File: config.mk
export PLATFORM = sky130hd
export DESIGN_NAME = txq_ctrl_flat
export DESIGN_NICKNAME = d
export VERILOG_FILES = /design/src/txq_pkg.sv /design/src/txq_if.sv /design/src/txq_ctrl.sv /design/src/flat_wrapper.sv
export VERILOG_INCLUDE_DIRS = /design/src
export SDC_FILE = /design/constraint.sdc
export NUM_CORES = 1
export LEC_CHECK = 0
export ABC_CLOCK_PERIOD_IN_PS = 1600
export BUFFER_PORTS_ARGS = -buffer_cell sky130_fd_sc_hd__buf_2
export CORE_AREA = 2 2 45 47
export DETAILED_ROUTE_END_ITERATION = 8
export DIE_AREA = 0 0 47 49
export PLACE_DENSITY_LB_ADDON = 0.05
export SLEW_MARGIN = 0
export SYNTH_ARGS = -nofsm -noshare
export SYNTH_HDL_FRONTEND = slang
export SYNTH_SLANG_ARGS = --single-unit
File: constraint.sdc
create_clock -name i_clk -period 1.6 [get_ports i_clk]
set_input_delay 0.32 -clock i_clk [delete_from_list [all_inputs] [get_ports i_clk]]
set_output_delay 0.32 -clock i_clk [all_outputs]
set_load 0.02 [all_outputs]
File: src/txq_defines.svh
/*
 * Sizing and framing constants for the transmit antenna queue.
 * Include this in any file that needs block depth, antenna counts
 * or resource block framing limits.
 */
`ifndef TXQ_DEFINES_SVH
`define TXQ_DEFINES_SVH

// Words per ping-pong block in whole resource blocks of TXQ_RE_PER_RB
`define TXQ_BLOCK_DEPTH 48

// Antennas on the input and per output group
`define TXQ_NUM_ANT 8
`define TXQ_GRP_ANT 4

// Output framing
`define TXQ_RE_PER_RB 12
`define TXQ_RB_PER_PKT 4
`define TXQ_PRB_NUM 132

`endif

File: src/txq_pkg.sv
/*
 * Shared types of the transmit antenna queue: one antenna group's
 * sample word, the per-symbol metadata word, the package-info bytes
 * and the block word address. Modules import it in their header.
 */
`default_nettype none

`include "txq_defines.svh"

package txq_pkg;

    // Lane k carries antenna 2k+g for group g
    typedef logic [`TXQ_GRP_ANT-1:0][31:0] sample_t;

    // The group's four AGC bytes sit in fft_agc with the low byte first
    typedef struct packed {
        logic [31:0] fft_agc;
        logic [3:0]  rbg_idx;
        logic [3:0]  pkg_type;
        logic        cell_idx;
        logic [6:0]  slot_idx;
        logic [3:0]  symb_idx;
    } meta_t;

    // Byte k describes output lane k
    typedef logic [`TXQ_GRP_ANT-1:0][7:0] pkg_info_t;

    // Word address inside one block half
    typedef logic [$clog2(`TXQ_BLOCK_DEPTH)-1:0] waddr_t;

endpackage

`default_nettype wire

File: src/txq_if.sv
/*
 * Write and read side interfaces between the queue controller,
 * the packer, the block banks and the read-out stage.
 * Write side: one word per wen strobe at (half, addr).
 * Read side: a ren strobe returns the addressed group one cycle later.
 */
`timescale 1ns/1ps
`default_nettype none

interface txq_wr_if
    import txq_pkg::*;
();
    logic    wen;
    sample_t data0;
    sample_t data1;
    meta_t   meta0;
    meta_t   meta1;
    waddr_t  addr;
    logic    half;

    modport packer (output wen, data0, data1, meta0, meta1);
    modport ctrl   (input wen, output addr, half);
    modport bank   (input wen, data0, data1, meta0, meta1, addr, half);
endinterface

interface txq_rd_if
    import txq_pkg::*;
();
    logic   ren;
    logic   grp;
    waddr_t addr;
    logic   half;

    modport ctrl (output ren, grp, addr, half);
    modport bank (input ren, grp, addr, half);
    modport mux  (input ren, grp);
endinterface

`default_nettype wire

File: src/txq_ctrl.sv
/*
 * Queue controller. Generates the write address and half, counts
 * complete blocks waiting for read-out (0 to 2), runs the read
 * sequence over group 0 then group 1 of the oldest half, and tells
 * the source when another strobe would overrun a half still in use.
 */
`timescale 1ns/1ps
`default_nettype none

`include "txq_defines.svh"

module txq_ctrl
    import txq_pkg::*;
(
    input  wire    i_clk,
    input  wire    i_reset,
    txq_wr_if.ctrl wr,
    txq_rd_if.ctrl rd,
    output logic   o_tready
);

    localparam waddr_t LAST_ADDR = waddr_t'(`TXQ_BLOCK_DEPTH - 1);

    waddr_t     wr_addr;
    logic       wr_half;
    logic       wr_last;
    logic [1:0] pend_cnt;
    logic       rd_busy;
    logic       rd_grp;
    logic       rd_half;
    waddr_t     rd_addr;
    logic       rd_last;

    // ------------------------------
    // Write addressing
    // ------------------------------
    assign wr_last = wr.wen && (wr_addr == LAST_ADDR);

    always_ff @(posedge i_clk) begin
        if (i_reset) begin
            wr_addr <= '0;
            wr_half <= 1'b0;
        end else if (wr.wen) begin
            if (wr_last) begin
                wr_addr <= '0;
                wr_half <= ~wr_half;
            end else begin
                wr_addr <= wr_addr + 1'b1;
            end
        end
    end

    assign wr.addr = wr_addr;
    assign wr.half = wr_half;

    // ------------------------------
    // Pending block count
    // ------------------------------
    assign rd_last = rd_busy && rd_grp && (rd_addr == LAST_ADDR);

    always_ff @(posedge i_clk) begin
        if (i_reset) begin
            pend_cnt <= 2'd0;
        end else if (wr_last && !rd_last) begin
            pend_cnt <= pend_cnt + 2'd1;
        end else if (!wr_last && rd_last) begin
            pend_cnt <= pend_cnt - 2'd1;
        end
    end

    // ------------------------------
    // Read sequencer
    // ------------------------------
    always_ff @(posedge i_clk) begin
        if (i_reset) begin
            rd_busy <= 1'b0;
            rd_grp  <= 1'b0;
            rd_half <= 1'b0;
            rd_addr <= '0;
        end else if (!rd_busy) begin
            rd_busy <= (pend_cnt != 2'd0);
        end else if (rd_addr == LAST_ADDR) begin
            rd_addr <= '0;
            if (rd_grp) begin
                rd_grp  <= 1'b0;
                rd_half <= ~rd_half;
                // Carry straight on when the next half is already full
                rd_busy <= (pend_cnt == 2'd2) || wr_last;
            end else begin
                rd_grp <= 1'b1;
            end
        end else begin
            rd_addr <= rd_addr + 1'b1;
        end
    end

    assign rd.ren  = rd_busy;
    assign rd.grp  = rd_grp;
    assign rd.addr = rd_addr;
    assign rd.half = rd_half;

    // Both halves taken, or about to be with the word in the packer
    assign o_tready = !((pend_cnt == 2'd2) || ((pend_cnt == 2'd1) && wr_last));

endmodule

`default_nettype wire

File: src/flat_wrapper.sv
// flat-port wrapper written by rule: the top's interface ports become plain ports
module txq_ctrl_flat import txq_pkg::*;
  (i_clk, i_reset, o_tready, wr_wen, wr_addr, wr_half, rd_ren, rd_grp, rd_addr, rd_half);
  txq_wr_if wr_i ();
  txq_rd_if rd_i ();
  input  wire i_clk;
  input  wire i_reset;
  output logic o_tready;
  input wire logic [$bits(wr_i.wen)-1:0] wr_wen;
  output wire logic [$bits(wr_i.addr)-1:0] wr_addr;
  output wire logic [$bits(wr_i.half)-1:0] wr_half;
  output wire logic [$bits(rd_i.ren)-1:0] rd_ren;
  output wire logic [$bits(rd_i.grp)-1:0] rd_grp;
  output wire logic [$bits(rd_i.addr)-1:0] rd_addr;
  output wire logic [$bits(rd_i.half)-1:0] rd_half;
  assign wr_i.wen = wr_wen;
  assign wr_addr = wr_i.addr;
  assign wr_half = wr_i.half;
  assign rd_ren = rd_i.ren;
  assign rd_grp = rd_i.grp;
  assign rd_addr = rd_i.addr;
  assign rd_half = rd_i.half;
  txq_ctrl u_core (.i_clk(i_clk), .i_reset(i_reset), .wr(wr_i), .rd(rd_i), .o_tready(o_tready));
endmodule
Yosys cells after proc, flatten, opt, wreduce, memory -nomap -nowiden
Cells that the tools add are included.
{ "classes": {"n_addsub": 4, "multipliers": 0, "div": 0, "magnitude_cmp": 0, "eq_ne": 4, "n_shift": 0, "mux": 8, "bitwise_logic": 2, "n_reduce_logical": 16} }
{ "op_table": {"columns": ["cell", "n"], "rows": [
  ["6-bit by 1-bit adder with 6-bit output, second input constant", 2],
  ["6-bit equality test, second input constant", 2],
  ["6-bit 2-to-1 mux", 2],
  ["1-bit logical AND", 6],
  ["1-bit 2-to-1 mux", 4],
  ["2-bit 2-to-1 mux", 2],
  ["2-bit AND reduction", 2],
  ["2-bit nonzero test", 2],
  ["1-bit logical NOT", 3],
  ["3-bit AND reduction", 1],
  ["2-bit by 1-bit adder with 2-bit output, second input constant", 1],
  ["2-bit by 1-bit equality test with 1-bit output, second input constant", 1],
  ["2-bit equality test, second input constant", 1],
  ["1-bit logical OR", 2],
  ["1-bit inverter", 2],
  ["2-bit by 1-bit subtractor with 2-bit output, second input constant", 1]
]} }
{ "totals": {"regBits": 18, "latchBits": 0, "ram_bits": 0, "romBits": 0, "input_bits": 3, "out_inout_bits": 17, "wordCells": 41, "memories": 0} }

Depth between registers and ports, before layout
{ "logic_depth": {"word_depth": 6, "ltp_mapped": 5, "mapped_depth_nobuf": 5} }

Worst setup path before layout
Ideal clock, no wire load.
{ "synth_path": {"kind": "register to register", "start": "reg u_core.wr_addr[0] (netlist: u_core.wr.addr[0])", "end": "reg u_core.pend_cnt[1]", "setup_time_ps": 86, "t_arrival_ps": 1593, "required_ps": 1514, "slack_ps": -79, "stages_incl_launch_ff": 6, "path_buffers": 0, "synth_period_minus_slack_ps": 1679, "path_cell_list": "dfxtp_1 ha_1 nand4_2 or2_4 maj3_2 a221oi_2"} }
{ "synth_between": {"elab_chain_cells": 5, "word_cells_on_any_way": 7, "classes_between": "1 x eq/ne; 1 x mux; 5 x reduce/logical"} }
{ "synth_rtl": {"columns": ["item", "line", "source"], "rows": [
  ["from (decl)", "txq_ctrl.sv:24", "waddr_t wr_addr;"],
  ["from (signal assigned)", "txq_ctrl.sv:48", "wr_addr <= wr_addr + 1'b1;"],
  ["6-bit equality test (*)", "txq_ctrl.sv:37", "assign wr_last = wr.wen && (wr_addr == LAST_ADDR);"],
  ["1-bit logical AND (*)", "txq_ctrl.sv:37", null],
  ["1-bit logical NOT", "txq_ctrl.sv:66", "end else if (!wr_last && rd_last) begin"],
  ["1-bit logical AND", "txq_ctrl.sv:66", null],
  ["2-bit nonzero test (no line)", null, null],
  ["to (signal assigned)", "txq_ctrl.sv:65", "pend_cnt <= pend_cnt + 2'd1;"],
  ["to (signal assigned)", "txq_ctrl.sv:67", "pend_cnt <= pend_cnt - 2'd1;"],
  ["to (decl)", "txq_ctrl.sv:27", "logic [1:0] pend_cnt;"]
]} }
Mark *: on every way between the ends. The rest lies on a longest branch, timed or not.
A chain may end at the register's enable or synchronous reset.

Worst setup path in the final report
{ "layout_path": {"start": "reg u_core.wr_addr[1] (netlist: u_core.wr.addr[1])", "end": "out o_tready"} }
{ "layout_between": {"elab_chain_cells": 5} }
{ "layout_rtl": {"columns": ["item", "line", "source"], "rows": [
  ["6-bit equality test", "txq_ctrl.sv:37", null],
  ["1-bit logical AND", "txq_ctrl.sv:37", null],
  ["1-bit logical AND", "txq_ctrl.sv:103", "assign o_tready = !((pend_cnt == 2'd2) || ((pend_cnt == 2'd1) && wr_last));"],
  ["1-bit logical OR", "txq_ctrl.sv:103", null],
  ["1-bit logical NOT", "txq_ctrl.sv:103", null],
  ["to (decl)", "flat_wrapper.sv:8", "output logic o_tready;"]
]} }
No other way between the ends.

==> metrics <==
Synth cell types 26; initial antenna violation count 0; async set or reset register ratio after synthesis 0; fmax approximately 0.6 GHz; # fillers roughly 170; critical path data arrival time roughly 1.3 ns; vias in the first global route between 700 and 800; Synth Cell Area 859.6 um2; slowest stage delay, CP ~0.37 ns; mean number of vias per cell 4.815; clk_skew 0.004396 ns; Slew @ Worst Pin ~0.25 ns; commonest non-fill, non-tap cell in the layout buf_2; Clk pin slew, worst setup/hold paths 0.11 ns; Port-buffer cells 19; VDD IR max 0.0004130 V; Placement Cell Area 1023 um2; first-pass GRT wire length 3008 um; antenna viol nets, final 0; Worst Hold Class in -> reg; Final Hold Fails 0; fraction of layout cells with a size suffix above 1 0.4194; worst path bufs/invs 1; Mapped Nets between 90 and 100; Critical Path Sink Type output pin; fin crit share 1.015; RSZ-0062 raised after global routing true; Post-synth EDFFs 0; CP max stage cell dfxtp_2; final net count 133; total CTS buffers 3; Hold Worst Slack roughly 0.35 ns; total net switching power 176.9 uW; CTS tree done; Most used DFF post-synth dfxtp_1; top cell type by total area after synthesis dfxtp_1; switch share 0.2250; register area share after synthesis 0.4192; CTS HTree Levels 1; total wire length 1717 um; Area contributors post-synth dfxtp_1, xnor2_1, ha_1; RePlAce Congestion around 0.73; max cap viols 0; PwrDens 675.1 nW/um2; Row Count 16; startpoint types flop; via count of the routed design 727; final setup violation count 1; Synth Register Bits 18; CP top delay family flip-flops; global route overflow 0; YS warnings 0; post-synth top area share 0.4192; Avg Inst Size Synth 9.658 um2; CP Max Fanout 4; core footprint between 1500 and 2000 um2; die outline width 47 um; Tot GR Track Use 0.1780; # hold bufs at CTS 0; Area Overhead vs Synth 35.52%; setup ws final -0.02328 ns; CP cell instances ha_4 -> nand4_4 -> nor2_4 -> a21oi_2 -> buf_4; die height 49 um; Mapped Cells 89; DRC Markers 0; antenna cells 0; post-DP HPWL between 1000 and 1500 um; # IOs 20; register area roughly 370 um2; combinational share of power 0.055; Period minus WS final roughly 1.6 ns; pin count of the biggest net entering global routing 14; internal power 609.5 uW; max_slew headroom 0.8332; Multi-input gate area 501.7 um2; Critical Path RT approximately 1.3 ns; drt first-iter violations 5; Setup Crit Path Kind reg -> out; CTS Buffer Depth 2; Root Driver clkbuf_4; Initial Util 0.4667; Num Clock Sinks 18; Clock power frac 0.364; Die ar. 2303 um2; drt wl/cell 11.37 um; status finished with violations; failing checks negative setup slack; Worst-Skew Late Latency 0.30 ns; Final Max Tran Viols 0; leak pwr 0.5360 nW; first-pass detailed-route iteration total 3; Sequential Power Share 0.581; cell area after layout 1165 um2; most frequent cells in the layout buf_2, buf_4, nor2_1, dfxtp_1, xnor2_1
[worst min-delay path, cell delays in order]
cell,delay [ns]
buf_2,0.15
nand3b_1,0.09
a21oi_1,0.06
[registers in the layout, summed over array words and instances, names as in the netlist]
name,flops
u_core.rd.addr,6
u_core.rd.half,1
u_core.wr.half,1
u_core.rd.ren,1
u_core.rd.grp,1
u_core.pend_cnt,2
u_core.wr.addr,6
[area by class of cell]
| class | count | share of cell area |
|---|---|---|
| tap | 27 | 0.02900 |
| sequential | 18 | 0.3158 |
| timing repair buffer | 33 | 0.1740 |
| inverter | 6 | 0.01933 |
| multi-input combinational | 63 | 0.4307 |
| clock buffer | 4 | 0.03115 |
[cell usage after synthesis (2+ instances only)]
cell and number:
dfxtp_1 18, a32o_1 2, nor3_1 4, ha_1 5, mux2i_1 2, inv_1 6, o21ai_0 2, nand4_2 2
xnor2_1 8, a21oi_1 5, nand2_1 5, nor2_1 13, and4_1 2, nand2b_1 2, xor2_1 2
[path summary, 6_finish.rpt]
path / from / endpoint / slack, ns / cells after the start
max: u_core.wr.addr[1] / o_tready / -0.02 / 5
min: wr_wen / u_core.wr.addr[0] / 0.35 / 3
max reg2reg: u_core.wr.addr[1] / u_core.pend_cnt[0] / 0.07 / 8
min reg2reg: u_core.wr.half / u_core.wr.half / 0.53 / 2
[power groups by stage]
stage | registers [mW] | clock network [mW] | logic, mW
finish | 0.457 | 0.287 | 0.0429
global route | 0.458 | 0.313 | 0.0471
CTS | 0.457 | 0.292 | 0.0423
detailed placement | 0.467 | 0 | 0.0334
global placement | 0.466 | 0 | 0.0334
floorplan | 0.472 | 0 | 0.0155
[per-layer routing]
| layer | GRT usage | routed length (um) | vias up |
|---|---|---|---|
| li1 | - | - | 372 |
| met5 | 0 | 0 | - |
| met4 | 0.05556 | 27 | 0 |
| met1 | 0.2448 | 816 | 342 |
| met3 | 0.04444 | 60 | 2 |
| met2 | 0.2694 | 812 | 11 |
[metrics by stage]
step / instances / utilization / setup TNS [ns] / power [mW] / setup slack [ns]
6_report: 151 / 0.6325 / -0.02328 / 0.7864 / -0.02328
5_1_grt: 151 / 0.6325 / -0.09211 / 0.8180 / -0.07541
4_1_cts: 147 / 0.6141 / 0 / 0.7909 / 0.003056
3_5_place_dp: 138 / 0.5557 / 0 / 0.5003 / 0.02179
3_3_place_gp: 138 / 0.5557 / 0 / 0.4998 / 0.06842
2_1_floorplan: 89 / - / 0 / 0.4870 / 0.02052
[timing repair]
item,in CTS,in global routing
pin swaps,2,4
setup buffers,5,4
endpoints found under the setup margin,1,2
resized for setup,8,1
[logic make-up (layout without fill, tap and decap cells)]
logic type	Yosys count	after routing	share of synthesized area
mux	2	2	0.02329
flops	18	18	0.4192
xor+xnor	11	11	0.1281
buf+inv	8	43	0.03492
compound gates	11	11	0.08879
fa+ha+maj	6	6	0.08588
simple gates	33	33	0.2198
No activity file was read; power rests on OpenSTA's default activity.
