<file path="src/txq_defines.svh">
/*
 * Sizing and framing constants for the transmit antenna queue.
 * Include this in any file that needs block depth, antenna counts
 * or resource block framing limits.
 */
`ifndef TXQ_DEFINES_SVH
`define TXQ_DEFINES_SVH

// Words per ping-pong block in whole resource blocks of TXQ_RE_PER_RB
`define TXQ_BLOCK_DEPTH 48

// Antennas on the input and per output group
`define TXQ_NUM_ANT 8
`define TXQ_GRP_ANT 4

// Output framing
`define TXQ_RE_PER_RB 12
`define TXQ_RB_PER_PKT 4
`define TXQ_PRB_NUM 132

`endif

</file>
<file path="src/txq_pkg.sv">
/*
 * Shared types of the transmit antenna queue: one antenna group's
 * sample word, the per-symbol metadata word, the package-info bytes
 * and the block word address. Modules import it in their header.
 */
`default_nettype none

`include "txq_defines.svh"

package txq_pkg;

    // Lane k carries antenna 2k+g for group g
    typedef logic [`TXQ_GRP_ANT-1:0][31:0] sample_t;

    // The group's four AGC bytes sit in fft_agc with the low byte first
    typedef struct packed {
        logic [31:0] fft_agc;
        logic [3:0]  rbg_idx;
        logic [3:0]  pkg_type;
        logic        cell_idx;
        logic [6:0]  slot_idx;
        logic [3:0]  symb_idx;
    } meta_t;

    // Byte k describes output lane k
    typedef logic [`TXQ_GRP_ANT-1:0][7:0] pkg_info_t;

    // Word address inside one block half
    typedef logic [$clog2(`TXQ_BLOCK_DEPTH)-1:0] waddr_t;

endpackage

`default_nettype wire

</file>
<file path="src/txq_if.sv">
/*
 * Write and read side interfaces between the queue controller,
 * the packer, the block banks and the read-out stage.
 * Write side: one word per wen strobe at (half, addr).
 * Read side: a ren strobe returns the addressed group one cycle later.
 */
`timescale 1ns/1ps
`default_nettype none

interface txq_wr_if
    import txq_pkg::*;
();
    logic    wen;
    sample_t data0;
    sample_t data1;
    meta_t   meta0;
    meta_t   meta1;
    waddr_t  addr;
    logic    half;

    modport packer (output wen, data0, data1, meta0, meta1);
    modport ctrl   (input wen, output addr, half);
    modport bank   (input wen, data0, data1, meta0, meta1, addr, half);
endinterface


`default_nettype wire

</file>
<file path="src/txq_packer.sv">
/*
 * Input register stage. Takes one resource element for all antennas
 * per strobe and splits it into the even group (0) and odd group (1),
 * each with its own metadata word. One cycle of latency.
 */
`timescale 1ns/1ps
`default_nettype none

`include "txq_defines.svh"

module txq_packer
    import txq_pkg::*;
(
    input  wire                                i_clk,
    input  wire                                i_reset,
    input  wire                                i_rx_vld,
    input  wire [`TXQ_NUM_ANT-1:0][31:0]       i_ant_data,
    input  wire [`TXQ_NUM_ANT-1:0][7:0]        i_fft_agc,
    input  wire [3:0]                          i_rbg_idx,
    input  wire [3:0]                          i_pkg_type,
    input  wire                                i_cell_idx,
    input  wire [6:0]                          i_slot_idx,
    input  wire [3:0]                          i_symb_idx,
    txq_wr_if.packer                           wr
);

    meta_t meta_even;
    meta_t meta_odd;

    // Symbol fields are common, AGC bytes follow the antenna split
    always_comb begin
        meta_even.fft_agc  = '0;
        meta_even.rbg_idx  = i_rbg_idx;
        meta_even.pkg_type = i_pkg_type;
        meta_even.cell_idx = i_cell_idx;
        meta_even.slot_idx = i_slot_idx;
        meta_even.symb_idx = i_symb_idx;
        meta_odd           = meta_even;
        for (int k = 0; k < `TXQ_GRP_ANT; k++) begin
            meta_even.fft_agc[8*k +: 8] = i_fft_agc[2*k];
            meta_odd.fft_agc[8*k +: 8]  = i_fft_agc[2*k+1];
        end
    end

    always_ff @(posedge i_clk) begin
        if (i_reset) begin
            wr.wen <= 1'b0;
        end else begin
            wr.wen <= i_rx_vld;
        end
    end

    always_ff @(posedge i_clk) begin
        for (int k = 0; k < `TXQ_GRP_ANT; k++) begin
            wr.data0[k] <= i_ant_data[2*k];
            wr.data1[k] <= i_ant_data[2*k+1];
        end
        wr.meta0 <= meta_even;
        wr.meta1 <= meta_odd;
    end

endmodule

`default_nettype wire

</file>
<file path="src/flat_wrapper.sv">
// flat-port wrapper written by rule: the top's interface ports become plain ports
module txq_packer_flat import txq_pkg::*;
  (i_clk, i_reset, i_rx_vld, i_ant_data, i_fft_agc, i_rbg_idx, i_pkg_type, i_cell_idx, i_slot_idx, i_symb_idx, wr_wen, wr_data0, wr_data1, wr_meta0, wr_meta1);
  txq_wr_if wr_i ();
  input  wire i_clk;
  input  wire i_reset;
  input  wire i_rx_vld;
  input  wire [`TXQ_NUM_ANT-1:0][31:0] i_ant_data;
  input  wire [`TXQ_NUM_ANT-1:0][7:0] i_fft_agc;
  input  wire [3:0] i_rbg_idx;
  input  wire [3:0] i_pkg_type;
  input  wire i_cell_idx;
  input  wire [6:0] i_slot_idx;
  input  wire [3:0] i_symb_idx;
  output wire logic [$bits(wr_i.wen)-1:0] wr_wen;
  output wire logic [$bits(wr_i.data0)-1:0] wr_data0;
  output wire logic [$bits(wr_i.data1)-1:0] wr_data1;
  output wire logic [$bits(wr_i.meta0)-1:0] wr_meta0;
  output wire logic [$bits(wr_i.meta1)-1:0] wr_meta1;
  assign wr_wen = wr_i.wen;
  assign wr_data0 = wr_i.data0;
  assign wr_data1 = wr_i.data1;
  assign wr_meta0 = wr_i.meta0;
  assign wr_meta1 = wr_i.meta1;
  txq_packer u_core (.i_clk(i_clk), .i_reset(i_reset), .i_rx_vld(i_rx_vld), .i_ant_data(i_ant_data), .i_fft_agc(i_fft_agc), .i_rbg_idx(i_rbg_idx), .i_pkg_type(i_pkg_type), .i_cell_idx(i_cell_idx), .i_slot_idx(i_slot_idx), .i_symb_idx(i_symb_idx), .wr(wr_i));
endmodule
</file>
<file path="config.mk">
export PLATFORM = sky130hd
export DESIGN_NAME = txq_packer_flat
export DESIGN_NICKNAME = d
export VERILOG_FILES = /design/src/txq_pkg.sv /design/src/txq_if.sv /design/src/txq_packer.sv /design/src/flat_wrapper.sv
export VERILOG_INCLUDE_DIRS = /design/src
export SDC_FILE = /design/constraint.sdc
export NUM_CORES = 1
export LEC_CHECK = 0
export ABC_AREA = 1
export BUFFER_PORTS_ARGS = -buffer_cell sky130_fd_sc_hd__clkbuf_2
export CAP_MARGIN = 10
export CORE_AREA = 2 2 275 277
export CTS_CLUSTER_SIZE = 10
export DETAILED_ROUTE_END_ITERATION = 8
export DIE_AREA = 0 0 277 279
export GPL_ROUTABILITY_DRIVEN = 0
export HOLD_SLACK_MARGIN = 0.15
export PLACE_DENSITY_LB_ADDON = 0.05
export SLEW_MARGIN = 40
export SYNTH_ARGS = -nofsm -noshare
export SYNTH_HDL_FRONTEND = slang
export SYNTH_SLANG_ARGS = --single-unit
</file>
<file path="constraint.sdc">
create_clock -name i_clk -period 0.8 [get_ports i_clk]
set_input_delay 0.12 -clock i_clk [delete_from_list [all_inputs] [get_ports i_clk]]
set_output_delay 0.12 -clock i_clk [all_outputs]
set_load 0.05 [all_outputs]
</file>
# == Yosys cells after proc, flatten, opt, wreduce, memory -nomap -nowiden ==
# Cells that the tools add are included.
# totals
regBits,341

# == Longest topological paths before layout ==
# Gate-level depths: netlist (run 1).
# depth
word_depth,0
ltp_mapped,2
depth_no_buf,2

# == Worst setup path before layout (run 1) ==
# OpenSTA, ideal clock, no wires.
# synth_timing
path_kind,register -> output
start,"register, netlist name u_core.wr.meta0[0]"
end,output wr_meta1[0]
t_arrival_ps,894
slack_ps,-214
path_stages_with_launch,2
t_required_ps,680
n_path_buf,1
cell_sequence,dfxtp_1 buf_4
# synth_rtl
element,line,source
end: declaration,flat_wrapper.sv:19,output wire logic [$bits(wr_i.meta1)-1:0] wr_meta1;

==> flow_summary.json, run 1 <==
{
  "grt_usage": 0.0912,
  "initial_core_util": 0.0943,
  "critical_path_buf_inv_count": 1,
  "critical-path-max-stage-delay_ns": 0.37,
  "dieArea_sq_um": 77300,
  "cp_top_family": "flip-flops",
  "first_pass_iters": 3,
  "cts_buffer_depth": 3,
  "avgSynthCellArea_sq_um": 19.2,
  "cts.clk_slew.worst_paths_ns": 0.06,
  "synthCells": 363,
  "synth-seq-area-share": 0.977,
  "synth_fp_nets": 706,
  "crit_fanout": 2,
  "syn_area_sq_um": 6990,
  "io_pins": 704,
  "max-cap-violations": 0,
  "yosysMostFrequentCell": "dfxtp_1",
  "violations": "negative setup slack",
  "root_buffer": "clkbuf_16",
  "synth_top_area_cell": "dfxtp_1",
  "num-nets-final": 1787,
  "synth_area_leaders": "dfxtp_1, buf_4, nor2_2, inv_1",
  "die_w_um": 277,
  "worst_slew_pin_slew_ns": 0.162,
  "cts_setup_buffers": 0,
  "synth_top_cell_area_share": 0.977,
  "cts_made_buffers": 44,
  "grt_max_degree": 12,
  "cts_sinks": 341,
  "max_freq_ghz": 0.820,
  "drive_gt1_frac": 0.741,
  "htreeDepth": 2,
  "hold_viol_final": 0,
  "synth_top_cells_by_count": "dfxtp_1, buf_4, inv_1, nor2_2",
  "worstPathRequired_ns": 0.68,
  "cts_tree": "yes",
  "drc": 0,
  "cellLeakagePower_nw": 10.5,
  "final_util": 0.314,
  "areaGrowthSynthToFinish_pct": 233,
  "placed_cells": 2015,
  "overflow": 0,
  "slew_headroom": 0.892,
  "power_w": 0.0481,
  "vdd_drop_max_mv": 1.40,
  "antenna_found_initial": 2,
  "async_flop_share": 0,
  "grt_first_pass_wirelength_um": 51600,
  "fin_crit_ns": 1.22,
  "fin_cells": 2446,
  "synth_edf_count": 0,
  "ant_nets": 0,
  "yosysUniqueCellTypes": 4,
  "grt_pass1_vias": 8130,
  "yosys_warnings": 0,
  "status": "complete, but fails checks",
  "final_area_sq_um": 23200,
  "vias": 6902,
  "crit_type": "reg2out",
  "place_area_sq_um": 11900,
  "dp_hpwl_um": 27500,
  "core_sq_um": 74100,
  "rsz0062_at_grt": "true",
  "drtIter0Drc": 95,
  "worstSetupEndpointType": "output pin",
  "synth-seq-cells": 341,
  "min_path_type": "in2reg",
  "worstPathCellList": "clkbuf_16",
  "viasPerCell": 2.82,
  "fin_crit_sh": 1.52,
  "die_y_um": 279,
  "cp_data_arrival_time_ns": 1.10,
  "final_max_slew_viol_count": 0,
  "synth_ff_type": "dfxtp_1",
  "rows": 100,
  "p_per_area_nw_per_um2": 2070,
  "start_kind": "flop",
  "numPortBuffers": 703,
  "drt-total-wl_um": 36500,
  "setup_viol": 362,
  "wl_per_cell_um": 14.9,
  "slowest_stage": "dfxtp_4",
  "fin_ws_ns": -0.420
}
-- through the flow --
| stage | TNS (ns) | setup slack [ns] | hold slack (ns) |
|---|---|---|---|
| finish | -131.25 | -0.420 | 0.192 |
| global placement | 0 | 0.0490 | 0.222 |
| CTS | -156.06 | -0.487 | 0.150 |
| floorplan | 0 | 0.0428 | 0.148 |
| global route | -153.30 | -0.485 | 0.158 |
| detailed placement | 0 | 0.0623 | 0.224 |
-- what timing repair did --
item	in CTS	in global routing
pin swaps	0	0
endpoints found under the setup margin	361	404
hold buffers	386	0
endpoints found under the hold margin	341	0
gates resized for setup	1223	148
-- cell type report --
cell class / count / area (sq um)
clock inverter: 6 / 62.6
fill: 7372 / 50800
clock buffer: 72 / 1350
sequential: 341 / 7300
inverter: 1 / 3.75
timing repair buffer: 1055 / 13300
tap: 969 / 1210
antenna: 1 / 2.50
multi-input combinational: 1 / 6.26
-- power breakdown --
| group | internal (W) | switching, W | leakage (nW) |
|---|---|---|---|
| Combinational | 0.00533 | 0.00456 | 6.90 |
| Sequential | 0.0181 | 0.000660 | 2.89 |
| Clock | 0.0118 | 0.00767 | 0.693 |
| Total | 0.0352 | 0.0129 | 10.5 |
-- metal layers --
layer / track usage / wire length [um]
met1: 0.0734 / 10400
met4: 0.0350 / 1130
met5: 0 / 13
met2: 0.190 / 21700
met3: 0.0379 / 3250
-- cell families after synthesis --
kind of cell,after synthesis,synth area share
buf+inv,21,0.0220
flops,341,0.977
simple gates,1,0.000896
-- worst paths after layout --
check               start             endpoint  slack, ns  depth (start not counted)
max    u_core.wr.meta0[0]          wr_meta1[0]      -0.42                          1
min         i_fft_agc[49]  u_core.wr.meta0[45]       0.19                          2
-- registers in the layout, indices dropped and copies added, names as in the netlist --
register and cells:
u_core.wr.data1 128, u_core.wr.meta0 52, u_core.wr.data0 128, u_core.wr.wen 1, u_core.wr.meta1 32
-- cells in the final DEF (no fill, tap or decap) --
| cell | Yosys | final |
|---|---|---|
| dfxtp_4 | 0 | 20 |
| clkbuf_8 | 0 | 10 |
| bufinv_16 | 0 | 1 |
| dfxtp_2 | 0 | 321 |
| clkbuf_16 | 0 | 295 |
| buf_8 | 0 | 98 |
| inv_1 | 1 | 1 |
| clkinv_2 | 0 | 3 |
| buf_12 | 0 | 14 |
| dlymetal6s4s_1 | 0 | 9 |
| clkbuf_1 | 0 | 16 |
| dlygate4sd3_1 | 0 | 356 |
| diode_2 | 0 | 1 |
| clkbuf_2 | 0 | 329 |
| inv_6 | 0 | 2 |
| nor2_2 | 1 | 1 |
(Power assumes the default switching activity.)
==> run 2: changes to the inputs <==
--- a/config.mk
+++ b/config.mk
@@ -7,7 +7,7 @@
 export NUM_CORES = 1
 export LEC_CHECK = 0
 export ABC_AREA = 1
-export BUFFER_PORTS_ARGS = -buffer_cell sky130_fd_sc_hd__clkbuf_2
+export BUFFER_PORTS_ARGS = -buffer_cell sky130_fd_sc_hd__buf_2
 export CAP_MARGIN = 10
 export CORE_AREA = 2 2 275 277
 export CTS_CLUSTER_SIZE = 10
==> flow_summary.json, run 2 (synthesis gave the netlist of run 1 again) <==
{
  "die_y_um": 279,
  "fin_ws_ns": -0.414,
  "die_w_um": 277,
  "diodes": 0,
  "crit_type": "reg2out",
  "drt-total-wl_um": 35800,
  "drive_gt1_frac": 0.753,
  "worstPathRequired_ns": 0.68,
  "cp_data_arrival_time_ns": 1.09,
  "areaGrowthSynthToFinish_pct": 193,
  "fin_cells": 2442,
  "pwr-share-seq": 0.396,
  "grt_usage": 0.0898,
  "root_buffer": "clkbuf_16",
  "cts_buffer_depth": 3,
  "start_kind": "flop",
  "violations": "negative setup slack",
  "overflow": 0,
  "setup_viol": 361,
  "worstPathCellList": "buf_4",
  "p_per_area_nw_per_um2": 2300,
  "crit_fanout": 2,
  "grt_max_degree": 12,
  "initial_core_util": 0.0943,
  "critical-path-max-stage-delay_ns": 0.34,
  "vias": 6851,
  "final_area_sq_um": 20500,
  "ant_nets": 0,
  "fin_crit_sh": 1.52,
  "highest_layer": "met5",
  "rows": 100,
  "viasPerCell": 2.81,
  "fillers": 7752,
  "switching_share": 0.271,
  "multi_input_area_sq_um": 6.26,
  "fin_crit_ns": 1.21,
  "ff_latch_area_sq_um": 7300,
  "numPortBuffers": 703,
  "drc": 0,
  "cp_top_family": "flip-flops",
  "clockPowerShare": 0.421,
  "max_freq_ghz": 0.824,
  "route.met3.wl_um": 3170,
  "grt_first_pass_wirelength_um": 50900,
  "holdCritStartpoint": "i_pkg_type[1]",
  "timing.critical_path.from": "u_core.wr.meta0[7]",
  "io_pins": 704,
  "rsz0062_at_grt": "true",
  "wl_met1_um": 9850,
  "slowest_stage": "dfxtp_4",
  "hold_viol_final": 0,
  "final_cell_mix": "dlygate4sd3_1, buf_2, dfxtp_2",
  "antenna_found_initial": 2,
  "intPower_w": 0.0344,
  "cellLeakagePower_nw": 9.09,
  "cts_made_buffers": 45,
  "cts_sinks": 341,
  "critical_path_buf_inv_count": 1,
  "worstSetupEndpointType": "output pin",
  "min_path_type": "in2reg",
  "dieArea_sq_um": 77300,
  "wl_met2_um": 21700,
  "max-cap-violations": 0,
  "grt_pass1_vias": 8097,
  "reg_top3": "u_core.wr.data0 x128, u_core.wr.data1 x128, u_core.wr.meta0 x52",
  "status": "complete, but fails checks",
  "place_area_sq_um": 11700,
  "dp_hpwl_um": 27500,
  "first_pass_iters": 4,
  "vdd_drop_max_mv": 1.60,
  "worst_slew_pin_slew_ns": 0.158,
  "htreeDepth": 2,
  "drtIter0Drc": 96,
  "final_common_cell": "dlygate4sd3_1",
  "num-nets-final": 1784,
  "power_frac_comb": 0.183,
  "core_sq_um": 74100,
  "cts_tree": "yes",
  "p_sw_w": 0.0128,
  "wl_per_cell_um": 14.7,
  "placed_cells": 2015,
  "slew_headroom": 0.895,
  "cts.clk_slew.worst_paths_ns": 0.05,
  "final_max_slew_viol_count": 0
}
## run 2: changes by cell type in the layout (fill, tap and decap cells not counted), moves of 8 or more
cell and change:
buf_12 -10, buf_2 +340, buf_4 +8, buf_6 +29, buf_8 +222, clkbuf_16 -248, clkbuf_2 -329, dlygate4sd3_1 -12
## run 2: final timing paths
check / end / depth (start not counted)
worst max-delay path: wr_meta1[7] / 1
worst min-delay path: u_core.wr.meta0[13] / 2
## run 2: through the flow
step                utilization  setup TNS [ns]  hold WS [ns]  setup WS, ns  total power (W)
floorplan                     -               0         0.148        0.0428           0.0220
global placement          0.157               0         0.222        0.0648           0.0240
detailed placement        0.157               0         0.223        0.0582           0.0239
CTS                       0.277         -150.66         0.136        -0.478           0.0484
global route              0.276         -149.68         0.156        -0.475           0.0494
finish                    0.276         -126.12         0.185        -0.414           0.0472
## run 2: layout make-up
cell class / count / share of cell area
Clock buffer: 69 / 0.0659
Tap cell: 969 / 0.0592
Sequential cell: 341 / 0.357
Multi-Input combinational cell: 1 / 0.000306
Inverter: 1 / 0.000183
Timing Repair Buffer: 1051 / 0.513
Clock inverter: 10 / 0.00507
## run 2: what timing repair did
action / in CTS / in global routing
resized for setup: 1321 / 44
buffers inserted: 0 / 0
pin swaps: 0 / 0
endpoints found under the hold margin: 341 / 0
endpoints found under the setup margin: 361 / 387
hold buffers: 368 / 0
## run 2: layer usage
metal | up-vias | track usage
met2 | 331 | 0.188
met1 | 3172 | 0.0712
met5 | - | 0
met4 | 4 | 0.0351
li1 | 3271 | -
met3 | 73 | 0.0366
## run 2: power groups by stage
stage               logic [W]  registers [W]  clock network (W)
finish                0.00864         0.0187             0.0199
global route          0.00895         0.0188             0.0217
CTS                   0.00874         0.0187             0.0210
detailed placement    0.00548         0.0185                  0
global placement      0.00553         0.0185                  0
floorplan            0.000270         0.0217                  0
