[config.mk]
export PLATFORM = sky130hd
export DESIGN_NAME = txq_framer
export DESIGN_NICKNAME = d
export VERILOG_FILES = /design/src/txq_framer.sv
export VERILOG_INCLUDE_DIRS = /design/src
export SDC_FILE = /design/constraint.sdc
export NUM_CORES = 1
export LEC_CHECK = 0
export BUFFER_PORTS_ARGS = -buffer_cell sky130_fd_sc_hd__buf_4
export CAP_MARGIN = 30
export CORE_ASPECT_RATIO = 0.5
export CORE_MARGIN = 5
export CORE_UTILIZATION = 30
export CTS_CLUSTER_DIAMETER = 50
export CTS_CLUSTER_SIZE = 8
export DETAILED_ROUTE_END_ITERATION = 8
export PLACE_DENSITY = 0.44
export SETUP_SLACK_MARGIN = 0.15
export SLEW_MARGIN = 20
export SYNTH_ARGS = -nofsm -noshare
export SYNTH_HDL_FRONTEND = slang
export SYNTH_SLANG_ARGS = --single-unit
[constraint.sdc]
create_clock -name i_clk -period 1.7 [get_ports i_clk]
set_input_delay 0.34 -clock i_clk [delete_from_list [all_inputs] [get_ports i_clk]]
set_output_delay 0.34 -clock i_clk [all_outputs]
set_load 0.02 [all_outputs]
[src/txq_defines.svh]
/*
 * Sizing and framing constants for the transmit antenna queue.
 * Include this in any file that needs block depth, antenna counts
 * or resource block framing limits.
 */
`ifndef TXQ_DEFINES_SVH
`define TXQ_DEFINES_SVH

// Words per ping-pong block in whole resource blocks of TXQ_RE_PER_RB
`define TXQ_BLOCK_DEPTH 48

// Antennas on the input and per output group
`define TXQ_NUM_ANT 8
`define TXQ_GRP_ANT 4

// Output framing
`define TXQ_RE_PER_RB 12
`define TXQ_RB_PER_PKT 4
`define TXQ_PRB_NUM 132

`endif

[src/txq_framer.sv]
/*
 * Output framing. Counts elements within a resource block, resource
 * blocks within a packet and the running PRB index. sop and eop are
 * decoded from the counters in the same cycle as the valid beat.
 */
`timescale 1ns/1ps
`default_nettype none

`include "txq_defines.svh"

module txq_framer (
    input  wire        i_clk,
    input  wire        i_reset,
    input  wire        i_vld,
    output logic       o_sop,
    output logic       o_eop,
    output logic [8:0] o_prb_idx
);

    localparam int RE_W = $clog2(`TXQ_RE_PER_RB);
    localparam int RB_W = $clog2(`TXQ_RB_PER_PKT);
    localparam logic [RE_W-1:0] RE_LAST  = RE_W'(`TXQ_RE_PER_RB - 1);
    localparam logic [RB_W-1:0] RB_LAST  = RB_W'(`TXQ_RB_PER_PKT - 1);
    localparam logic [8:0]      PRB_LAST = 9'(`TXQ_PRB_NUM - 1);

    logic [RE_W-1:0] re_cnt;
    logic [RB_W-1:0] rb_cnt;

    assign o_eop = i_vld && (re_cnt == RE_LAST);
    assign o_sop = i_vld && (re_cnt == '0) && (rb_cnt == '0);

    always_ff @(posedge i_clk) begin
        if (i_reset) begin
            re_cnt    <= '0;
            rb_cnt    <= '0;
            o_prb_idx <= '0;
        end else if (o_eop) begin
            re_cnt    <= '0;
            rb_cnt    <= (rb_cnt == RB_LAST) ? '0 : rb_cnt + 1'b1;
            o_prb_idx <= (o_prb_idx == PRB_LAST) ? '0 : o_prb_idx + 9'd1;
        end else if (i_vld) begin
            re_cnt <= re_cnt + 1'b1;
        end
    end

endmodule

`default_nettype wire

## Yosys cells after proc, flatten, opt, wreduce, memory -nomap -nowiden

Cells that the tools add are included.

| word-level totals | value |
|---|---|
| input port bits | 3 |
| word-level logic and storage cells | 17 |
| register bits after elaboration | 15 |

| operators by class | value |
|---|---|
| $add $sub $neg | 3 |
| reduce and logical (&&, ||, !) cells | 6 |
| mux-type cells | 2 |
| eq/ne operators | 3 |

Operator list:

| cell | count |
|---|---|
| adder 9 x 1 -> 9 bit, second input constant | 1 |
| == test 9 x 8 -> 1 bit, second input constant | 1 |
| two-way mux 9 bit | 1 |
| adder 4 x 1 -> 4 bit, second input constant | 1 |
| == test 4 bit, second input constant | 1 |
| zero test 4 bit | 1 |
| logical AND 1 bit | 3 |
| adder 2 x 1 -> 2 bit, second input constant | 1 |
| == test 2 bit, second input constant | 1 |
| zero test 2 bit | 1 |
| two-way mux 2 bit | 1 |
| OR reduction 2 bit | 1 |

## Longest topological paths before layout

Gate-level depths: netlist of the first run.

| logic depth | value |
|---|---|
| word-level depth | 3 |
| mapped depth | 6 |

## Worst setup path before layout of the first run

Ideal clock, no wire load.

| timing | value |
|---|---|
| path type | register to register |
| from | register re_cnt[0] |
| to | register o_prb_idx[7] |
| arrival | 1.452 ns |
| stages on the path, launching flop included | 6 |
| path buffers | 1 |
| path slack | 0.181 ns |
| path through | dfxtp_1 -> ha_1 -> nand4b_4 -> buf_6 -> or4_4 -> a21oi_2 |

| between the ends | value |
|---|---|
| word-level cells in the longest chain between the ends | 2 |

Ends and longest elaborated chain:

| element | RTL line | RTL |
|---|---|---|
| from (decl) | txq_framer.sv:26 | `logic [RE_W-1:0] re_cnt;` |
| from (signal assigned) | txq_framer.sv:42 | `re_cnt <= re_cnt + 1'b1;` |
| == test 4 bit | txq_framer.sv:29 | `assign o_eop = i_vld && (re_cnt == RE_LAST);` |
| logical AND 1 bit | txq_framer.sv:29 |  |
| to (signal assigned) | txq_framer.sv:40 | `o_prb_idx <= (o_prb_idx == PRB_LAST) ? '0 : o_prb_idx + 9'd1;` |
| to (decl) | txq_framer.sv:17 | `output logic [8:0] o_prb_idx` |

Every way passes these cells.
A chain may end at the register's enable or synchronous reset.

## Worst setup path in the final report of the first run

| timing | value |
|---|---|
| from | register re_cnt[1] |
| to | output o_eop |

| between the ends | value |
|---|---|
| word-level cells in the longest chain between the ends | 2 |

Ends and longest elaborated chain:

| element | RTL line | RTL |
|---|---|---|
| == test 4 bit | txq_framer.sv:29 |  |
| logical AND 1 bit | txq_framer.sv:29 |  |
| to (decl) | txq_framer.sv:16 | `output logic o_eop,` |

Every way passes these cells.

==> impl_metrics.tcl, run 1 <==
set metrics [dict create \
    placementRows 13 \
    period_needed_ns 1.534 \
    hold_viol_final 0 \
    vias 747 \
    cap_violations 0 \
    grt_overflow 0 \
    drive_gt1_share_pct 38.26 \
    crit_arrival_ns 1.19 \
    nNetsFinal 124 \
    report.final.slew_viol_count 0 \
    htree_levels 1 \
    antenna_left 0 \
    max-vdd-ir-drop_mv 0.3685 \
    crit_path_max_fanout 4 \
    setup_tns_ns 0 \
    max_freq_ghz 0.6520 \
    core_area_sq_um 2570 \
    wl_mm 2.001 \
    fin_worst_skew_ns 0.003594 \
    post_drt_wl_per_cell_microns 13.16 \
    io_buffer_count 13 \
    synth_edf_count 0 \
    fin_crit_sh_pct 90.22 \
    rsz0062_at_grt "true" \
    initial_core_util_pct 31.21 \
    cts_tree "done" \
    path_class "reg2out" \
    synth.top_cell.area_share_pct 37.44 \
    yosysUniqueCellTypes 27 \
    power_per_cell_area_nw_per_um2 639.9 \
    area_growth_pct 41.03 \
    drtIter0Drc 24 \
    clock_path_buffers 2 \
    cp_data_required_time_ns 1.36 \
    synth_most_common_cell "dfxtp_1" \
    min_path_type "in2reg" \
    ys.flop_type "dfxtp_1" \
    status "finished clean" \
    firstDrtPassIters 4 \
    via_per_inst 4.914 \
    synth_area_leaders "dfxtp_1 37%, ha_1 7.8%, a21oi_1 6.2%, inv_1 3.7%, o31ai_1 3.7%" \
    diodes 0 \
    num_io_pins 14 \
    holdWs_ns 0.3229 \
    worst_pin_slew_ns 0.2731 \
    track_usage_pct 11.42 \
    post-place-ws_ns 0.06739 \
    dieHeight_microns 46.56 \
    yosys_warnings 0 \
    setup.worst_path.start_class "flip-flop" \
    clkTransAtPathRegs_ns 0.06 \
    grt_max_degree 16 \
    seq_area_frac_synth_pct 37.44 \
    syn_avg_cell_area_sq_um 9.114 \
    drcViolationCount 0 \
    async_reset_ff_share_pct 0 \
    synth_area_sq_um 802.0 \
    end_kind "primary output" \
    p_total_uw 723.8 \
    die_area_sq_um 3870 \
    die-width_microns 83.12 \
    cts_sinks 15 \
    p_leak_nw 0.4379 \
    synth-seq-cells 15 \
    hpwl_mm 1.417 \
    grt_pass1_wl_mm 3.381 \
    gp_congestion 0.7238 \
    clk_latency_ns 0.25 \
    relSlewSlack_pct 81.64 \
    synth_top_area_cell "dfxtp_1" \
    cts_root_buf "clkbuf_8" \
    syn_nets 96 \
    setup_viol 0 \
    post-route-util_pct 44.01 \
    hold_buffers 0 \
    grt_antenna_before_repair 0 \
    grt_pass1_vias 737 \
    yosys-top-cells-count "15 x dfxtp_1, 10 x a21oi_1, 8 x inv_1" \
    timing.final.ws_setup_ns 0.1663 \
    synthCells 88 \
    cts_buffers 3 \
]
## logic make-up after synthesis
family                   after synthesis  share of synthesized area [%]
buffers and inverters                 13                          8.111
AO/OA/AOI/OAI                         21                          17.47
AND/OR/NAND/NOR                       30                          24.65
XOR/XNOR                               3                          3.277
adder cells (fa/ha/maj)                5                          7.800
flip-flops                            15                          37.44
multiplexers                           1                          1.248
## placed cells by master, fill, tap and decap left out
master      n
ha_4        2
buf_4      22
buf_8       1
a21oi_2     3
clkbuf_8    3
dfxtp_1    13
clkinv_2    1
or3_1       4
or4_1       3
nor2_1      1
dfxtp_4     1
or4_4       2
o21ai_0     3
nand3_1     3
xor2_1      2
inv_4       2
nand4_1     3
dfxtp_2     1
a21oi_1     8
nand4bb_1   1
inv_1       7
nand4b_4    1
buf_6       4
o211ai_1    2
mux2i_1     1
o31ai_4     1
nand4b_1    1
ha_1        3
nor3_1      4
xnor2_1     1
nand2_1     7
o31ai_1     4
## critical path: stages (launching register included)
cell and delay (ns):
dfxtp_4 0.37, ha_4 0.14, nand4b_4 0.12, buf_6 0.16
inv_4 0.05, buf_6 0.10
## per-layer routing
layer,up-vias,track usage [%],share of wire (%)
met3,4,3.929,3.5
li1,378,-,-
met1,350,12.73,49
met4,0,3.909,0.95
met2,15,21.18,47
met5,-,0,0
## cell type report
class / count / area, sq um
Inverter: 9 / 38.79
Clock buffer: 3 / 41.29
Sequential cell: 15 / 305.3
Multi-Input combinational cell: 60 / 469.2
Tap cell: 37 / 46.29
Fill cell: 275 / 1439
Clock inverter: 1 / 5.005
Timing Repair Buffer: 27 / 225.2
## final timing paths
kind,slack (ns),endpoint,cells past startpoint,startpoint
min,0.32,o_prb_idx[0]$_SDFFE_PP0P_,2,i_reset
max reg2reg,0.17,o_prb_idx[6]$_SDFFE_PP0P_,5,re_cnt[1]$_SDFFE_PP0P_
min reg2reg,0.50,rb_cnt[1]$_SDFFE_PP0P_,2,rb_cnt[1]$_SDFFE_PP0P_
max,0.17,o_eop,5,re_cnt[1]$_SDFFE_PP0P_
## state kept, by name, summed over array words and instances, names as in the netlist
register,count
o_prb_idx,9
rb_cnt,2
re_cnt,4
## power by group
group	internal, mW	switching, mW	total, mW
clock	0.162	0.130	0.292
sequential	0.357	0.00684	0.364
combinational	0.0348	0.0326	0.0674
## per-stage QoR
stage / area [sq um] / std cells
5_1_grt: 1131 / 152
4_1_cts: 1065 / 146
2_1_floorplan: 802.0 / 88
3_5_place_dp: 959.7 / 140
3_3_place_gp: 959.7 / 140
6_report: 1131 / 152
## what timing repair did
item,in CTS,in global routing
endpoints found under the setup margin,13,9
gates resized for setup,12,6
setup buffers,2,6
pin swaps,3,3
No activity file was read; power rests on OpenSTA's default activity.
==> inputs of run 2 (changes only) <==
==> constraint.sdc (replaced) <==
create_clock -name i_clk -period 1.53 [get_ports i_clk]
set_input_delay 0.306 -clock i_clk [delete_from_list [all_inputs] [get_ports i_clk]]
set_output_delay 0.306 -clock i_clk [all_outputs]
set_load 0.02 [all_outputs]
==> impl_metrics.tcl, run 2 (same netlist as run 1, synthesis figures left out) <==
set metrics [dict create \
    status "finished clean" \
    power_per_cell_area_nw_per_um2 638.7 \
    max-vdd-ir-drop_mv 0.2906 \
    relSlewSlack_pct 81.18 \
    cts_buffers 3 \
    crit_path_max_fanout 2 \
    initial_core_util_pct 31.21 \
    reg2reg_from "o_prb_idx[2]$_SDFFE_PP0P_" \
    place_inst 143 \
    design_area_sq_um 1264 \
    report.final.slew_viol_count 0 \
    grt_pass1_wl_mm 3.256 \
    fin_worst_skew_ns 0.002621 \
    drcViolationCount 0 \
    num_io_pins 14 \
    nFillCells 266 \
    cts_tree "done" \
    holdWs_ns 0.2801 \
    area_growth_pct 57.57 \
    wl_mm 1.947 \
    placementRows 13 \
    crit_start "re_cnt[0]$_SDFFE_PP0P_" \
    die_area_sq_um 3870 \
    multi_input_area_sq_um 504.2 \
    io_buffer_count 13 \
    max_freq_ghz 0.6609 \
    hpwl_mm 1.384 \
    die-width_microns 83.12 \
    cp_data_required_time_ns 1.22 \
    cts_root_buf "clkbuf_8" \
    drtIter0Drc 23 \
    setup_viol 0 \
    period_needed_ns 1.513 \
    track_usage_pct 11.25 \
    drive_gt1_share_pct 52.46 \
    regArea_sq_um 314.1 \
    htree_levels 1 \
    post_drt_wl_per_cell_microns 12.25 \
    fin_crit_sh_pct 98.90 \
    largest_reg_flops 9 \
    clkTransAtPathRegs_ns 0.06 \
    vias 766 \
    min_from "i_reset" \
    grt_overflow 0 \
    setup.worst_path.start_class "flip-flop" \
    dieHeight_microns 46.56 \
    grt_antenna_before_repair 0 \
    rsz0062_at_grt "true" \
    end_kind "primary output" \
    gp_congestion 0.7697 \
    cts_sinks 15 \
    final_cells 159 \
    antenna_left 0 \
    final_cell_mix "24 x buf_4, 8 x a21oi_2, 8 x dfxtp_1, 8 x buf_6" \
    cap_violations 0 \
    diodes 0 \
    path_class "reg2out" \
    grt_pass1_vias 746 \
    clock_path_buffers 2 \
    max_flop_register "o_prb_idx" \
    hold_viol_final 0 \
    worst_pin_slew_ns 0.2798 \
    placed_area_sq_um 1016 \
    core_area_sq_um 2570 \
    hold_buffers 0 \
    clk_latency_ns 0.25 \
    top_regs "o_prb_idx (9), re_cnt (4), rb_cnt (2)" \
    grt_max_degree 10 \
    min_path_type "in2reg" \
    crit_arrival_ns 1.21 \
    firstDrtPassIters 4 \
    nNetsFinal 131 \
    p_leak_nw 0.4940 \
    via_per_inst 4.818 \
    final_common_cell "buf_4" \
]
run 2: cell count changes in the layout (fill, tap and decap cells not counted), moves of 2 or more:
cell	change
a21oi_1	-5
a21oi_2	+5
buf_4	+2
buf_6	+4
dfxtp_1	-5
dfxtp_2	+4
or4_1	-3
or4_4	+3
run 2: layout make-up:
type                       count  share of cell area, %
clock buffer                   4                  3.564
inverter                       9                  3.861
multi-input combinational     60                  39.90
sequential                    15                  24.85
tap                           37                  3.663
timing repair buffer          34                  24.16
run 2: final timing paths:
path,endpoint,slack [ns],cells past startpoint
setup reg to reg,o_prb_idx[7]$_SDFFE_PP0P_,0.03,4
hold reg to reg,rb_cnt[1]$_SDFFE_PP0P_,0.48,2
hold / removal,rb_cnt[0]$_SDFFE_PP0P_,0.28,2
setup / recovery,o_sop,0.02,6
run 2: what timing repair did:
| item | 4_1_cts | 5_1_grt |
|---|---|---|
| gates resized for setup | 22 | 9 |
| pin swaps | 14 | 5 |
| cloned | 0 | 0 |
| endpoints found under the setup margin | 10 | 12 |
| hold endpoints to repair | 0 | 0 |
| buffers inserted | 9 | 3 |
run 2: critical path, cell delays in order, from the launching register on:
cell      delay (ns)
dfxtp_4         0.36
buf_6           0.12
inv_4           0.05
ha_4            0.11
nand4b_1        0.08
nor2_1          0.10
buf_4           0.15
run 2: stage by stage:
| step | util [%] | setup WS (ns) | power [mW] | setup TNS (ns) |
|---|---|---|---|---|
| floorplan | - | 0.1040 | 0.4503 | 0 |
| global placement | 39.53 | 0.05295 | 0.4680 | 0 |
| detailed placement | 39.53 | 0.01086 | 0.4701 | 0 |
| CTS | 46.93 | 0.01025 | 0.8200 | 0 |
| global route | 49.17 | -0.05694 | 0.8526 | -0.2440 |
| finish | 49.17 | 0.01689 | 0.8071 | 0 |
run 2: per-layer routing:
metal / GRT usage (%) / up-vias / share of wire (%)
met1: 11.97 / 352 / 46
met3: 5.179 / 7 / 5.3
met2: 20.54 / 19 / 47
li1: - / 388 / -
met5: 0 / - / 0
met4: 3.909 / 0 / 1.6
run 2: power breakdown:
part / internal, mW / switching, mW
Combinational: 0.0413 / 0.0384
Sequential: 0.397 / 0.00804
Clock: 0.184 / 0.138
Total: 0.622 / 0.185
==> inputs of run 3 (changes only) <==
--- a/config.mk
+++ b/config.mk
@@ -6,6 +6,7 @@
 export SDC_FILE = /design/constraint.sdc
 export NUM_CORES = 1
 export LEC_CHECK = 0
+export ABC_AREA = 1
 export BUFFER_PORTS_ARGS = -buffer_cell sky130_fd_sc_hd__buf_4
 export CAP_MARGIN = 30
 export CORE_ASPECT_RATIO = 0.5
==> impl_metrics.tcl, run 3 <==
set metrics [dict create \
    status "finished clean" \
    grt_antenna_before_repair 0 \
    cp_data_required_time_ns 1.22 \
    diodes 0 \
    setup_viol 0 \
    drtIter0Drc 28 \
    placementRows 13 \
    initial_core_util_pct 31.11 \
    top_regs "o_prb_idx (9), re_cnt (4), rb_cnt (2)" \
    p_leak_nw 0.5523 \
    yosys-top-cells-count "28 x nand2_1, 19 x inv_1, 18 x nor2_1" \
    synth_most_common_cell "nand2_1" \
    cts_root_buf "clkbuf_8" \
    cts_tree "done" \
    report.final.slew_viol_count 0 \
    ys.flop_type "dfxtp_1" \
    p_clk_share_pct 41.4 \
    power_per_cell_area_nw_per_um2 660.4 \
    final_cell_mix "28 x nand2_1, 20 x buf_4, 17 x nor2_1" \
    internal-power_uw 603.7 \
    htree_levels 1 \
    post-place-ws_ns 0.2122 \
    antenna_left 0 \
    cap_violations 0 \
    critPathTopFamily "flip-flops" \
    combPwrFrac_pct 7.7 \
    num_io_pins 14 \
    cts_buffers 3 \
    relSlewSlack_pct 76.50 \
    via_per_inst 4.213 \
    seq_area_frac_synth_pct 37.33 \
    cts_sinks 15 \
    fin_crit_sh_pct 95.78 \
    synth_area_sq_um 804.5 \
    drcViolationCount 0 \
    synth.top_cell.area_share_pct 37.33 \
    syn_nets 123 \
    design_area_sq_um 1191 \
    end_kind "primary output" \
    cpPeakStageDelay_ns 0.36 \
    synth-seq-cells 15 \
    yosysUniqueCellTypes 18 \
    nNetsFinal 155 \
    sequentialPowerShare_pct 50.9 \
    swShare_pct 23.25 \
    post_drt_wl_per_cell_microns 10.52 \
    syn_avg_cell_area_sq_um 6.996 \
    placed_area_sq_um 957.2 \
    die_area_sq_um 3880 \
    timing.final.ws_setup_ns 0.06450 \
    drive_gt1_share_pct 36.30 \
    vias 771 \
    crit_chain "ha_2, nand2_4, nor2_4, buf_6" \
    final_common_cell "nand2_1" \
    hpwl_mm 1.329 \
    grt_max_degree 14 \
    rsz0062_at_grt "true" \
    clock_path_buffers 2 \
    firstDrtPassIters 3 \
    synth_area_leaders "dfxtp_1 37%, nand2_1 13%, inv_1 8.9%, nor2_1 8.4%, ha_1 7.8%" \
    largest_reg_flops 9 \
    async_reset_ff_share_pct 0 \
    synth_top_area_cell "dfxtp_1" \
    path_class "reg2out" \
    crit_path_max_fanout 4 \
    grt_overflow 0 \
    crit_arrival_ns 1.16 \
    max-vdd-ir-drop_mv 0.4710 \
    wl_mm 1.926 \
    area_growth_pct 48.06 \
    gp_congestion 0.7014 \
    max_freq_ghz 0.6824 \
    io_buffer_count 13 \
    clkTransAtPathRegs_ns 0.06 \
    min_path_type "in2reg" \
    dieHeight_microns 46.62 \
    max_flop_register "o_prb_idx" \
    period_needed_ns 1.466 \
    track_usage_pct 10.57 \
    yosys_warnings 0 \
    clk_latency_ns 0.25 \
    synthCells 115 \
    setup.worst_path.start_class "flip-flop" \
    critPathBufInv 1 \
    core_area_sq_um 2586 \
    grt_pass1_vias 702 \
    hold_buffers 0 \
    slowest_stage "dfxtp_4" \
    hold_viol_final 0 \
    power.switching_uw 182.9 \
    worst_pin_slew_ns 0.3512 \
    synth_edf_count 0 \
    die-width_microns 83.24 \
    fin_worst_skew_ns 0.001377 \
    grt_pass1_wl_mm 3.194 \
]
-- run 3: changes by cell type in the layout (fill, tap and decap cells not counted), moves of 4 or more --
cell | previous run | this run
nand2_1 | 7 | 28
nor2_1 | 1 | 17
a21oi_2 | 8 | 1
inv_1 | 7 | 14
inv_2 | 0 | 5
or4_4 | 5 | 0
buf_4 | 24 | 20
o31ai_1 | 4 | 0
-- run 3: final cells by class --
type	instances	area, sq um
clock buffers	3	41.29
clock inverters	1	5.005
fillers	262	1395
inverters	19	71.32
multi-input cells	80	475.5
flip-flops and latches	15	307.8
well taps	37	46.29
repair buffers	28	244.0
-- run 3: what timing repair did --
item	4_1_cts	5_1_grt
pin swaps	5	5
setup buffers	10	3
setup endpoints to repair	2	9
resized for setup	14	15
-- run 3: worst paths after layout --
path | start | endpoint | slack (ns) | cells after the start
max | re_cnt[0]$_SDFFE_PP0P_ | o_eop | 0.06 | 4
min | i_reset | o_prb_idx[1]$_SDFFE_PP0P_ | 0.26 | 2
max reg2reg | rb_cnt[1]$_SDFFE_PP0P_ | rb_cnt[1]$_SDFFE_PP0P_ | 0.12 | 10
min reg2reg | rb_cnt[0]$_SDFFE_PP0P_ | rb_cnt[0]$_SDFFE_PP0P_ | 0.49 | 2
-- run 3: cells by family after synthesis --
group,count (synthesis),synth area share [%]
compound gates,8,5.132
buf+inv,20,10.26
fa+ha+maj,5,7.776
simple gates,63,35.15
xor+xnor,4,4.354
flops,15,37.33
-- run 3: power by group through the flow --
stage	logic (mW)	registers, mW	clock network, mW
floorplan	0.0286	0.407	0
global placement	0.0460	0.408	0
detailed placement	0.0467	0.408	0
CTS	0.0561	0.400	0.345
global route	0.0689	0.401	0.355
finish	0.0606	0.400	0.326
-- run 3: stage by stage --
stage               std cells  hold slack [ns]  setup TNS, ns  utilization, %  power [mW]
floorplan                 115           0.3751              0               -      0.4355
global placement          166           0.4786              0           37.01      0.4536
detailed placement        166           0.4706              0           37.01      0.4543
CTS                       180           0.2536              0           43.20      0.8007
global route              183           0.2655       -0.02461           46.06      0.8248
finish                    183           0.2574              0           46.06      0.7866
-- run 3: per-layer routing --
metal,routed length (microns),global-route usage [%],up-vias
met5,0,0,-
met4,13,1.954,0
met3,59,4.107,2
met2,928,19.27,8
met1,925,12.25,342
li1,-,-,419
